File: src/aes_ctrl_pkg.sv
// Shared widths, round constants, encodings and strobe bundles of the AES cipher sequencer
package aes_ctrl_pkg;

  ////////////////////
  // Widths and constants
  ////////////////////

  // Round counter and round count width
  localparam int unsigned RndCtrW = 4;

  typedef logic [RndCtrW-1:0] rnd_ctr_t;

  // Total rounds per key length
  localparam rnd_ctr_t NumRounds128 = 4'd10;
  localparam rnd_ctr_t NumRounds192 = 4'd12;
  localparam rnd_ctr_t NumRounds256 = 4'd14;

  // Minimum S-box latency in cycles per round step
  localparam int unsigned SboxCycles = 5;
  localparam int unsigned CycCtrW    = 3;

  ////////////////////
  // Encodings
  ////////////////////

  typedef enum logic {CIPH_FWD, CIPH_INV} ciph_op_e;

  typedef enum logic [1:0] {AES_128, AES_192, AES_256} key_len_e;

  typedef enum logic [2:0] {
    IDLE, INIT, ROUND, FINISH, CLEAR_S, CLEAR_KD, ERROR
  } ctrl_state_e;

  // Round phase seen by the key word selector
  typedef enum logic [1:0] {PH_NONE, PH_INIT, PH_ROUND, PH_FINISH} round_phase_e;

  // Cipher data path selects
  typedef enum logic [1:0] {STATE_ROUND, STATE_INIT, STATE_CLEAR} state_sel_e;
  typedef enum logic [1:0] {ADD_RK_ROUND, ADD_RK_INIT, ADD_RK_FINAL} add_rk_sel_e;

  // Key data path selects
  typedef enum logic [1:0] {
    KEY_FULL_ROUND, KEY_FULL_ENC_INIT, KEY_FULL_DEC_INIT, KEY_FULL_CLEAR
  } key_full_sel_e;
  typedef enum logic {KEY_DEC_EXPAND, KEY_DEC_CLEAR} key_dec_sel_e;
  typedef enum logic [1:0] {
    KEY_WORDS_0123, KEY_WORDS_2345, KEY_WORDS_4567, KEY_WORDS_ZERO
  } key_words_sel_e;
  typedef enum logic {ROUND_KEY_DIRECT, ROUND_KEY_MIXED} round_key_sel_e;

  ////////////////////
  // Bundles
  ////////////////////

  // Command bits of one input handshake
  typedef struct packed {
    logic crypt;
    logic dec_key_gen;
    logic key_clear;
    logic data_out_clear;
  } cmd_t;

  // Configuration, stable for a whole operation
  typedef struct packed {
    ciph_op_e op;
    key_len_e key_len;
  } cfg_t;

  // Fault reports from the surrounding core
  typedef struct packed {
    logic mux_sel;
    logic sp_enc;
    logic rnd_ctr;
    logic op;
    logic alert_fatal;
  } err_t;

  // Cipher data path strobes
  typedef struct packed {
    state_sel_e  state_sel;
    logic        state_we;
    add_rk_sel_e add_rk_sel;
    logic        sub_bytes_en;
    logic        sub_bytes_out_ack;
  } dp_ctrl_t;

  // Key expansion data path strobes
  typedef struct packed {
    key_full_sel_e  key_full_sel;
    logic           key_full_we;
    key_dec_sel_e   key_dec_sel;
    logic           key_dec_we;
    logic           key_expand_en;
    logic           key_expand_out_ack;
    logic           key_expand_clear;
    key_words_sel_e key_words_sel;
    round_key_sel_e round_key_sel;
  } key_ctrl_t;

endpackage

File: src/aes_cipher_ctrl.sv
// Top level of the AES cipher control sequencer, instantiated by the cipher core
`timescale 1ns/1ps

module aes_cipher_ctrl import aes_ctrl_pkg::*; (
  input  logic      clk_i,
  input  logic      rst_ni,
  input  logic      in_valid_i,
  output logic      in_ready_o,
  input  cmd_t      cmd_i,
  input  cfg_t      cfg_i,
  output logic      out_valid_o,
  input  logic      out_ready_i,
  input  logic      key_expand_out_req_i,
  input  logic      sub_bytes_out_req_i,
  input  err_t      err_i,
  output logic      alert_o,
  output rnd_ctr_t  rnd_ctr_o,
  output dp_ctrl_t  dp_ctrl_o,
  output key_ctrl_t key_ctrl_o
);

  cmd_t           cmd_q;
  round_phase_e   phase;
  key_words_sel_e key_words_sel;
  round_key_sel_e round_key_sel;
  logic           cmd_load, crypt_clr, dkg_clr, clears_clr;
  logic           rnd_start, rnd_step, cyc_clr;
  logic           last_round, sbox_done;

  aes_ctrl_fsm u_fsm (
    .clk_i, .rst_ni, .in_valid_i, .cmd_i, .cfg_i, .out_ready_i,
    .key_expand_out_req_i, .sub_bytes_out_req_i, .err_i,
    .cmd_q_i         (cmd_q),
    .rnd_ctr_i       (rnd_ctr_o),
    .last_round_i    (last_round),
    .sbox_done_i     (sbox_done),
    .key_words_sel_i (key_words_sel),
    .round_key_sel_i (round_key_sel),
    .in_ready_o, .out_valid_o, .alert_o, .dp_ctrl_o, .key_ctrl_o,
    .phase_o         (phase),
    .cmd_load_o      (cmd_load),
    .crypt_clr_o     (crypt_clr),
    .dkg_clr_o       (dkg_clr),
    .clears_clr_o    (clears_clr),
    .rnd_start_o     (rnd_start),
    .rnd_step_o      (rnd_step),
    .cyc_clr_o       (cyc_clr)
  );

  aes_cmd_regs u_cmd_regs (
    .clk_i, .rst_ni, .cmd_i,
    .load_i       (cmd_load),
    .crypt_clr_i  (crypt_clr),
    .dkg_clr_i    (dkg_clr),
    .clears_clr_i (clears_clr),
    .cmd_q_o      (cmd_q)
  );

  // Key length is stable from input to output handshake
  aes_round_timer u_round_timer (
    .clk_i, .rst_ni,
    .key_len_i    (cfg_i.key_len),
    .start_i      (rnd_start),
    .step_i       (rnd_step),
    .cyc_clr_i    (cyc_clr),
    .rnd_ctr_o,
    .last_round_o (last_round),
    .sbox_done_o  (sbox_done)
  );

  aes_key_words_sel u_key_words_sel (
    .phase_i         (phase),
    .cfg_i,
    .dec_key_gen_i   (cmd_q.dec_key_gen),
    .key_words_sel_o (key_words_sel),
    .round_key_sel_o (round_key_sel)
  );

endmodule

File: src/aes_cmd_regs.sv
// Command register of the AES sequencer, loaded at the input handshake and cleared at completion
`timescale 1ns/1ps

module aes_cmd_regs import aes_ctrl_pkg::*; (
  input  logic clk_i,
  input  logic rst_ni,
  input  cmd_t cmd_i,
  input  logic load_i,
  input  logic crypt_clr_i,
  input  logic dkg_clr_i,
  input  logic clears_clr_i,
  output cmd_t cmd_q_o
);

  cmd_t cmd_load;
  cmd_t cmd_q;

  // Clears take priority over crypto commands
  // Key generation overrides encrypt/decrypt
  always_comb begin
    cmd_load = cmd_i;
    if (cmd_i.key_clear || cmd_i.data_out_clear) begin
      cmd_load.crypt       = 1'b0;
      cmd_load.dec_key_gen = 1'b0;
    end else begin
      cmd_load.crypt = cmd_i.crypt & ~cmd_i.dec_key_gen;
    end
  end

  always_ff @(posedge clk_i or negedge rst_ni) begin
    if (!rst_ni) begin
      cmd_q <= '0;
    end else if (load_i) begin
      cmd_q <= cmd_load;
    end else begin
      // Individual bits drop as their operation completes
      if (crypt_clr_i) begin
        cmd_q.crypt <= 1'b0;
      end
      if (dkg_clr_i) begin
        cmd_q.dec_key_gen <= 1'b0;
      end
      if (clears_clr_i) begin
        cmd_q.key_clear      <= 1'b0;
        cmd_q.data_out_clear <= 1'b0;
      end
    end
  end

  assign cmd_q_o = cmd_q;

endmodule

File: src/aes_ctrl_fsm.sv
// Sequencing FSM of the AES cipher core, driving handshakes, counters and data-path strobes
`timescale 1ns/1ps

module aes_ctrl_fsm import aes_ctrl_pkg::*; (
  input  logic           clk_i,
  input  logic           rst_ni,
  input  logic           in_valid_i,
  input  cmd_t           cmd_i,
  input  cfg_t           cfg_i,
  input  logic           out_ready_i,
  input  logic           key_expand_out_req_i,
  input  logic           sub_bytes_out_req_i,
  input  err_t           err_i,
  input  cmd_t           cmd_q_i,
  input  rnd_ctr_t       rnd_ctr_i,
  input  logic           last_round_i,
  input  logic           sbox_done_i,
  input  key_words_sel_e key_words_sel_i,
  input  round_key_sel_e round_key_sel_i,
  output logic           in_ready_o,
  output logic           out_valid_o,
  output logic           alert_o,
  output dp_ctrl_t       dp_ctrl_o,
  output key_ctrl_t      key_ctrl_o,
  output round_phase_e   phase_o,
  output logic           cmd_load_o,
  output logic           crypt_clr_o,
  output logic           dkg_clr_o,
  output logic           clears_clr_o,
  output logic           rnd_start_o,
  output logic           rnd_step_o,
  output logic           cyc_clr_o
);

  ctrl_state_e state_d, state_q;
  logic        advance;
  logic        out_err;
  logic        rnd_ctr_bad;

  // Faults that must keep data from being released
  assign out_err = err_i.mux_sel | err_i.sp_enc | err_i.op;

  // Round counter must match the state
  always_comb begin
    case (state_q)
      INIT:          rnd_ctr_bad = (rnd_ctr_i != '0);
      ROUND, FINISH: rnd_ctr_bad = (rnd_ctr_i == '0);
      default:       rnd_ctr_bad = 1'b0;
    endcase
  end

  ////////////////////
  // Next state and strobes
  ////////////////////

  always_comb begin
    in_ready_o   = 1'b0;
    out_valid_o  = 1'b0;
    alert_o      = 1'b0;
    phase_o      = PH_NONE;
    cmd_load_o   = 1'b0;
    crypt_clr_o  = 1'b0;
    dkg_clr_o    = 1'b0;
    clears_clr_o = 1'b0;
    rnd_start_o  = 1'b0;
    rnd_step_o   = 1'b0;
    cyc_clr_o    = 1'b0;
    advance      = 1'b0;
    state_d      = state_q;

    // Cipher data path idles
    dp_ctrl_o.state_sel         = STATE_ROUND;
    dp_ctrl_o.state_we          = 1'b0;
    dp_ctrl_o.add_rk_sel        = ADD_RK_ROUND;
    dp_ctrl_o.sub_bytes_en      = 1'b0;
    dp_ctrl_o.sub_bytes_out_ack = 1'b0;

    // Key data path idles, word selection follows the phase
    key_ctrl_o.key_full_sel       = KEY_FULL_ROUND;
    key_ctrl_o.key_full_we        = 1'b0;
    key_ctrl_o.key_dec_sel        = KEY_DEC_EXPAND;
    key_ctrl_o.key_dec_we         = 1'b0;
    key_ctrl_o.key_expand_en      = 1'b0;
    key_ctrl_o.key_expand_out_ack = 1'b0;
    key_ctrl_o.key_expand_clear   = 1'b0;
    key_ctrl_o.key_words_sel      = key_words_sel_i;
    key_ctrl_o.round_key_sel      = round_key_sel_i;

    case (state_q)
      IDLE: begin
        in_ready_o = 1'b1;
        cyc_clr_o  = 1'b1;
        if (in_valid_i) begin
          if (cmd_i.key_clear || cmd_i.data_out_clear) begin
            cmd_load_o = 1'b1;
            // State goes first when the data output is wiped
            state_d = cmd_i.data_out_clear ? CLEAR_S : CLEAR_KD;
          end else if (cmd_i.crypt || cmd_i.dec_key_gen) begin
            cmd_load_o = 1'b1;
            // Load input block, or clear it for key generation
            dp_ctrl_o.state_sel = cmd_i.dec_key_gen ? STATE_CLEAR : STATE_INIT;
            dp_ctrl_o.state_we  = 1'b1;
            // Restart expansion from the full key
            key_ctrl_o.key_expand_clear = 1'b1;
            key_ctrl_o.key_full_sel = (cmd_i.dec_key_gen || cfg_i.op == CIPH_FWD) ?
                                      KEY_FULL_ENC_INIT : KEY_FULL_DEC_INIT;
            key_ctrl_o.key_full_we  = 1'b1;
            rnd_start_o = 1'b1;
            state_d     = INIT;
          end else begin
            // Handshake without any command bit
            state_d = ERROR;
          end
        end
      end

      INIT: begin
        phase_o              = PH_INIT;
        dp_ctrl_o.add_rk_sel = ADD_RK_INIT;
        if (cfg_i.key_len != AES_256) begin
          // Wait for the first expanded key
          advance                  = key_expand_out_req_i & sbox_done_i;
          key_ctrl_o.key_expand_en = 1'b1;
          if (advance) begin
            key_ctrl_o.key_expand_out_ack = 1'b1;
            key_ctrl_o.key_full_we        = 1'b1;
            dp_ctrl_o.state_we            = cmd_q_i.crypt;
            rnd_step_o                    = 1'b1;
            state_d                       = ROUND;
          end
        end else begin
          // AES-256 holds two round keys from the start
          dp_ctrl_o.state_we = cmd_q_i.crypt;
          rnd_step_o         = 1'b1;
          state_d            = ROUND;
        end
      end

      ROUND: begin
        phase_o = PH_ROUND;
        // SubBytes result only matters when a block is processed
        advance = key_expand_out_req_i & sbox_done_i &
                  (cmd_q_i.dec_key_gen | sub_bytes_out_req_i);
        dp_ctrl_o.sub_bytes_en   = cmd_q_i.crypt;
        key_ctrl_o.key_expand_en = 1'b1;
        if (advance) begin
          dp_ctrl_o.sub_bytes_out_ack   = cmd_q_i.crypt;
          dp_ctrl_o.state_we            = cmd_q_i.crypt;
          key_ctrl_o.key_expand_out_ack = 1'b1;
          key_ctrl_o.key_full_we        = 1'b1;
          rnd_step_o                    = 1'b1;
          if (last_round_i) begin
            state_d = FINISH;
            if (cmd_q_i.dec_key_gen) begin
              // Decryption key is complete, try the handshake early
              key_ctrl_o.key_dec_we = 1'b1;
              out_valid_o           = 1'b1;
              if (out_ready_i) begin
                dkg_clr_o = 1'b1;
                state_d   = IDLE;
              end
            end
          end
        end
      end

      FINISH: begin
        phase_o              = PH_FINISH;
        dp_ctrl_o.add_rk_sel = ADD_RK_FINAL;
        // State is wiped on the way out
        dp_ctrl_o.state_sel    = STATE_CLEAR;
        dp_ctrl_o.sub_bytes_en = cmd_q_i.crypt;
        advance     = (sub_bytes_out_req_i & sbox_done_i) | cmd_q_i.dec_key_gen;
        // Withhold output on any selector or encoding fault
        out_valid_o = advance & ~out_err;
        if (out_valid_o && out_ready_i) begin
          dp_ctrl_o.sub_bytes_out_ack = cmd_q_i.crypt;
          dp_ctrl_o.state_we          = 1'b1;
          crypt_clr_o = 1'b1;
          dkg_clr_o   = 1'b1;
          cyc_clr_o   = 1'b1;
          state_d     = IDLE;
        end
      end

      CLEAR_S: begin
        dp_ctrl_o.state_sel = STATE_CLEAR;
        dp_ctrl_o.state_we  = 1'b1;
        state_d             = CLEAR_KD;
      end

      CLEAR_KD: begin
        if (cmd_q_i.key_clear) begin
          key_ctrl_o.key_full_sel = KEY_FULL_CLEAR;
          key_ctrl_o.key_full_we  = 1'b1;
          key_ctrl_o.key_dec_sel  = KEY_DEC_CLEAR;
          key_ctrl_o.key_dec_we   = 1'b1;
        end
        if (cmd_q_i.data_out_clear) begin
          // Pass the cleared state to the output with a zero key
          dp_ctrl_o.add_rk_sel = ADD_RK_INIT;
        end
        out_valid_o = 1'b1;
        if (out_ready_i) begin
          clears_clr_o = 1'b1;
          state_d      = IDLE;
        end
      end

      ERROR: begin
        // Terminal, only reset leaves
        alert_o = 1'b1;
      end

      default: begin
        alert_o = 1'b1;
        state_d = ERROR;
      end
    endcase

    // Any reported fault ends in the error state
    if ((|err_i) || rnd_ctr_bad) begin
      state_d = ERROR;
    end
  end

  always_ff @(posedge clk_i or negedge rst_ni) begin
    if (!rst_ni) begin
      state_q <= IDLE;
    end else begin
      state_q <= state_d;
    end
  end

endmodule

File: src/aes_key_words_sel.sv
// Selection of key words and round-key form for the add-round-key step of each round phase
`timescale 1ns/1ps

module aes_key_words_sel import aes_ctrl_pkg::*; (
  input  round_phase_e   phase_i,
  input  cfg_t           cfg_i,
  input  logic           dec_key_gen_i,
  output key_words_sel_e key_words_sel_o,
  output round_key_sel_e round_key_sel_o
);

  logic lower_words;

  // Lower words for the initial round of forward and the later rounds of inverse
  assign lower_words = (phase_i == PH_INIT) ? (cfg_i.op == CIPH_FWD) :
                                              (cfg_i.op == CIPH_INV);

  always_comb begin
    key_words_sel_o = KEY_WORDS_ZERO;
    // No round key enters the state during key generation
    if (!dec_key_gen_i && (phase_i != PH_NONE)) begin
      case (cfg_i.key_len)
        AES_128: begin
          key_words_sel_o = KEY_WORDS_0123;
        end
        AES_192: begin
          key_words_sel_o = lower_words ? KEY_WORDS_0123 : KEY_WORDS_2345;
        end
        AES_256: begin
          key_words_sel_o = lower_words ? KEY_WORDS_0123 : KEY_WORDS_4567;
        end
        default: begin
          key_words_sel_o = KEY_WORDS_ZERO;
        end
      endcase
    end
  end

  // Equivalent inverse cipher mixes the round key in regular rounds only
  assign round_key_sel_o = ((phase_i == PH_ROUND) && (cfg_i.op == CIPH_INV)) ?
                           ROUND_KEY_MIXED : ROUND_KEY_DIRECT;

endmodule

File: src/aes_round_timer.sv
// Round counter, round count and S-box latency counter, stepped by the sequencer FSM
`timescale 1ns/1ps

module aes_round_timer import aes_ctrl_pkg::*; (
  input  logic     clk_i,
  input  logic     rst_ni,
  input  key_len_e key_len_i,
  input  logic     start_i,
  input  logic     step_i,
  input  logic     cyc_clr_i,
  output rnd_ctr_t rnd_ctr_o,
  output logic     last_round_o,
  output logic     sbox_done_o
);

  rnd_ctr_t             rnd_ctr_q;
  rnd_ctr_t             num_rounds_d, num_rounds_q;
  rnd_ctr_t             num_rounds_regular;
  logic [CycCtrW-1:0]   cyc_ctr_q;

  // Round count per key length
  always_comb begin
    case (key_len_i)
      AES_128: num_rounds_d = NumRounds128;
      AES_192: num_rounds_d = NumRounds192;
      default: num_rounds_d = NumRounds256;
    endcase
  end

  ////////////////////
  // Round counter
  ////////////////////

  always_ff @(posedge clk_i or negedge rst_ni) begin
    if (!rst_ni) begin
      rnd_ctr_q    <= '0;
      num_rounds_q <= '0;
    end else if (start_i) begin
      rnd_ctr_q    <= '0;
      num_rounds_q <= num_rounds_d;
    end else if (step_i) begin
      rnd_ctr_q <= rnd_ctr_q + rnd_ctr_t'(1);
    end
  end

  // Last regular round is one before the final round
  assign num_rounds_regular = num_rounds_q - rnd_ctr_t'(1);
  assign last_round_o       = (rnd_ctr_q >= num_rounds_regular);
  assign rnd_ctr_o          = rnd_ctr_q;

  ////////////////////
  // S-box cycle counter
  ////////////////////

  // Restarts with each step, then holds once the latency is covered
  always_ff @(posedge clk_i or negedge rst_ni) begin
    if (!rst_ni) begin
      cyc_ctr_q <= '0;
    end else if (start_i || step_i || cyc_clr_i) begin
      cyc_ctr_q <= '0;
    end else if (!sbox_done_o) begin
      cyc_ctr_q <= cyc_ctr_q + CycCtrW'(1);
    end
  end

  assign sbox_done_o = (cyc_ctr_q >= CycCtrW'(SboxCycles - 1));

endmodule

File: config.mk
export PLATFORM = sky130hd
export DESIGN_NAME = aes_cipher_ctrl
export DESIGN_NICKNAME = d
export VERILOG_FILES = /design/src/aes_ctrl_pkg.sv /design/src/aes_cipher_ctrl.sv /design/src/aes_cmd_regs.sv /design/src/aes_ctrl_fsm.sv /design/src/aes_key_words_sel.sv /design/src/aes_round_timer.sv
export SDC_FILE = /design/constraint.sdc
export NUM_CORES = 1
export LEC_CHECK = 0
export ABC_CLOCK_PERIOD_IN_PS = 1900
export BUFFER_PORTS_ARGS = -buffer_cell sky130_fd_sc_hd__buf_2
export CORE_MARGIN = 3
export CORE_UTILIZATION = 40
export DETAILED_ROUTE_END_ITERATION = 8
export PLACE_DENSITY_LB_ADDON = 0.15
export SYNTH_ARGS = -nofsm -noshare
export SYNTH_HDL_FRONTEND = slang
export SYNTH_SLANG_ARGS = --single-unit
File: constraint.sdc
create_clock -name clk_i -period 1.9 [get_ports clk_i]
set_clock_uncertainty 0.15 [all_clocks]
set_input_delay 0.095 -clock clk_i [delete_from_list [all_inputs] [get_ports clk_i]]
set_output_delay 0.095 -clock clk_i [all_outputs]
set_load 0.005 [all_outputs]
==> run summary <==
Status: finished with violations
Violated checks: setup timing
Data required, critical path: 1.65 ns
PortBufs: 42
CTS root buf: clkbuf_4
Worst hold path depth: 4
RR Endpoint: u_fsm.state_q[0]
Max Slew Vio Count: 0
Slew @ Worst Pin: 0.479 ns
Synth-to-Final Area Change: 59.9%
Die Height: 65.7 µm
H-Tree Depth: 1
Core Area: 3390 µm²
CTS tree: yes
Sequential share of power: 0.553
Vias in the first global route: 1517
DR DRC count: 0
EDFF count, synth: 0
RePlAce Congestion: 0.828
Layout cells sized above 1: 0.525
Via density: 5.27
Syn Area/Cell: 8.30 µm²
Post-synthesis sequential area ratio: 0.298
Placed Area: 1760 µm²
ANT nets after route: 0
Io pins: 43
Distinct cells, synth: 49
Worst-skew pair later-pin latency: 0.30 ns
Worst IR Drop VDD: 0.000211 V
Count leader, synth: nand2_1
Routed len/inst: 15.3 µm
Starting Density: 0.421
CP Launch Type: flop
Critical Path Fanout Max: 2
Int Power: 0.491 mW
Router iterations before antenna repair: 4
CP Capture Type: output port
Ys flop type: dfrtp_1
Seq cells post-synth: 17
Combinational share of power: 0.144
Ys async rst share: 1.00
Area leader, netlist: dfrtp_1
DR vias: 1596
Syn Std Cell Area: 1430 µm²
Clock network power share: 0.303
Max Freq: 460 MHz
CTS max path bufs: 2
Hold Crit Class: in -> reg
Worst setup margin: -0.274 ns
CTS Buf Count: 3
CP Class: reg -> out
Ant diodes: 0
CP arrival: 1.93 ns
Syn_nets: 198
Total die area: 4320 µm²
DPL Wire Length: 3.03 mm
Clock transition at path regs: 0.11 ns
Pwr Total: 0.678 mW
Switching Fraction: 0.276
Mapped Cells: 172
Number of nets in the layout: 284
R2R Setup Slk: -0.18 ns
First-pass GRT wire length: 6.91 mm
Period utilisation layout: 1.14
Switching Power: 0.187 mW
Worst reg-to-reg path cell count: 7
Ys Warns: 0
RSZ-0062 raised after global routing: yes
Hold Crit Endpoint: u_fsm.state_q[2]
Hold path startpoint: err_i[1]
Cell area after layout: 2280 µm²
P_leak: 1.13 nW
Crit path time final: 2.17 ns
Synth top cells by count: nand2_1 (21), dfrtp_1 (17), nor2_1 (14)
Rows: 21
Max-cap viol count: 0
Utilization after layout: 0.673
Synth area leaders: dfrtp_1 (30%), ha_1 (7.0%), nand2_1 (5.5%)
Final Setup Violations: 14
Largest net degree at the start of global routing: 18
Post-synth top area share: 0.298
Antenna violations before repair: 0
Worst slew margin: 0.678
Chip width: 65.7 µm
Final wirelength: 4.63 mm
Pre-CTS setup slack: -0.102 ns
Worst flop-to-flop path startpoint: u_round_timer.rnd_ctr_o[1]
Initial drt markers: 114
Final Hold Vio Count: 0
GRT Residual Overflow: 0
Cell Pwr Density: 297 nW/µm²
Overall routing resource usage: 0.208
Clk sinks: 17
==> final cells by class <==
cell class,count,area (µm²)
clock inverter,1,5.00
timing repair buffer,92,673
tap,46,57.6
clock buffer,3,22.5
sequential,17,432
multi-input combinational,131,1040
fill,285,1110
inverter,13,48.8
==> layer usage <==
metal  vias up  track usage  wire length [µm]
li1        772            -                 -
met3         6       0.0325               364
met2        73        0.322              2150
met4         0       0.0596                53
met5         -            0                 0
met1       745        0.297              2060
==> logic make-up after synthesis <==
logic type,count (synthesis),synth area share
and+or+nand+nor,68,0.256
AOI/OAI and AO/OA,45,0.224
buffers and inverters,24,0.0815
DFF,17,0.298
adders and majority gates,8,0.0701
muxes,6,0.0456
xor gates and xnor gates,4,0.0245
==> how the worst max path moves through the flow <==
stage                                        to                          start  cells after the start  slack [ns]
final                             key_ctrl_o[6]  u_round_timer.num_rounds_q[1]                     10       -0.27
after global routing                out_valid_o  u_round_timer.num_rounds_q[1]                      9       -0.42
after CTS                           out_valid_o  u_round_timer.num_rounds_q[1]                      9       -0.31
after detailed placement  u_cmd_regs.cmd_q_o[2]  u_round_timer.num_rounds_q[1]                      9       -0.10
after global placement    u_cmd_regs.cmd_q_o[2]  u_round_timer.num_rounds_q[1]                      9       -0.11
after floorplan                u_fsm.state_q[0]     u_round_timer.rnd_ctr_o[0]                      7       0.007
==> timing repair <==
item / 4_1_cts / 5_1_grt
setup endpoints to repair: 18 / 21
hold buffers: 7 / 0
endpoints found under the hold margin: 24 / 0
pin swaps: 10 / 17
gates resized for setup: 32 / 30
buffers inserted: 17 / 15
==> worst max-delay path: stages, from the launching register on <==
cell and delay (ns):
dfrtp_1 0.36, inv_1 0.05, ha_2 0.17, xnor2_1 0.12, ha_1 0.30, nand2_1 0.06, o21ai_2 0.16, buf_4 0.15
nand3_1 0.07, nand2_1 0.08, buf_2 0.11
==> stage by stage <==
step | TNS (ns) | hold slack (ns) | std cells
finish | -1.93 | 0.0457 | 303
CTS | -1.44 | 0.0393 | 294
detailed placement | -0.269 | -0.101 | 266
global route | -3.23 | 0.0586 | 303
floorplan | 0 | -0.351 | 172
global placement | -0.221 | -0.102 | 266
==> sequential cells by signal, summed over array words and instances (netlist names) <==
signal / count
u_round_timer.num_rounds_q: 3
u_fsm.state_q: 3
u_round_timer.rnd_ctr_o: 4
u_round_timer.cyc_ctr_q: 3
u_cmd_regs.cmd_q_o: 4
==> power groups by stage <==
stage	clock network, mW	registers [mW]	logic, mW
final	0.205	0.375	0.0976
after global routing	0.226	0.376	0.107
after CTS	0.205	0.374	0.0921
after detailed placement	0	0.380	0.0770
after global placement	0	0.380	0.0766
after floorplan	0	0.377	0.0338
==> cells in the final DEF, fill, tap and decap left out, types with 5 or more instances in the layout <==
cell            n
nand2_1        15
dlygate4sd3_1   7
nand2_2         6
a21oi_1         6
dfrtp_1        12
a31oi_1         5
inv_1          10
dfrtp_2         5
buf_4          31
buf_6          12
nor2_1         13
buf_2          40
o21ai_0         7
ha_1            6
mux2i_1         5
(Power assumes the default switching activity.)
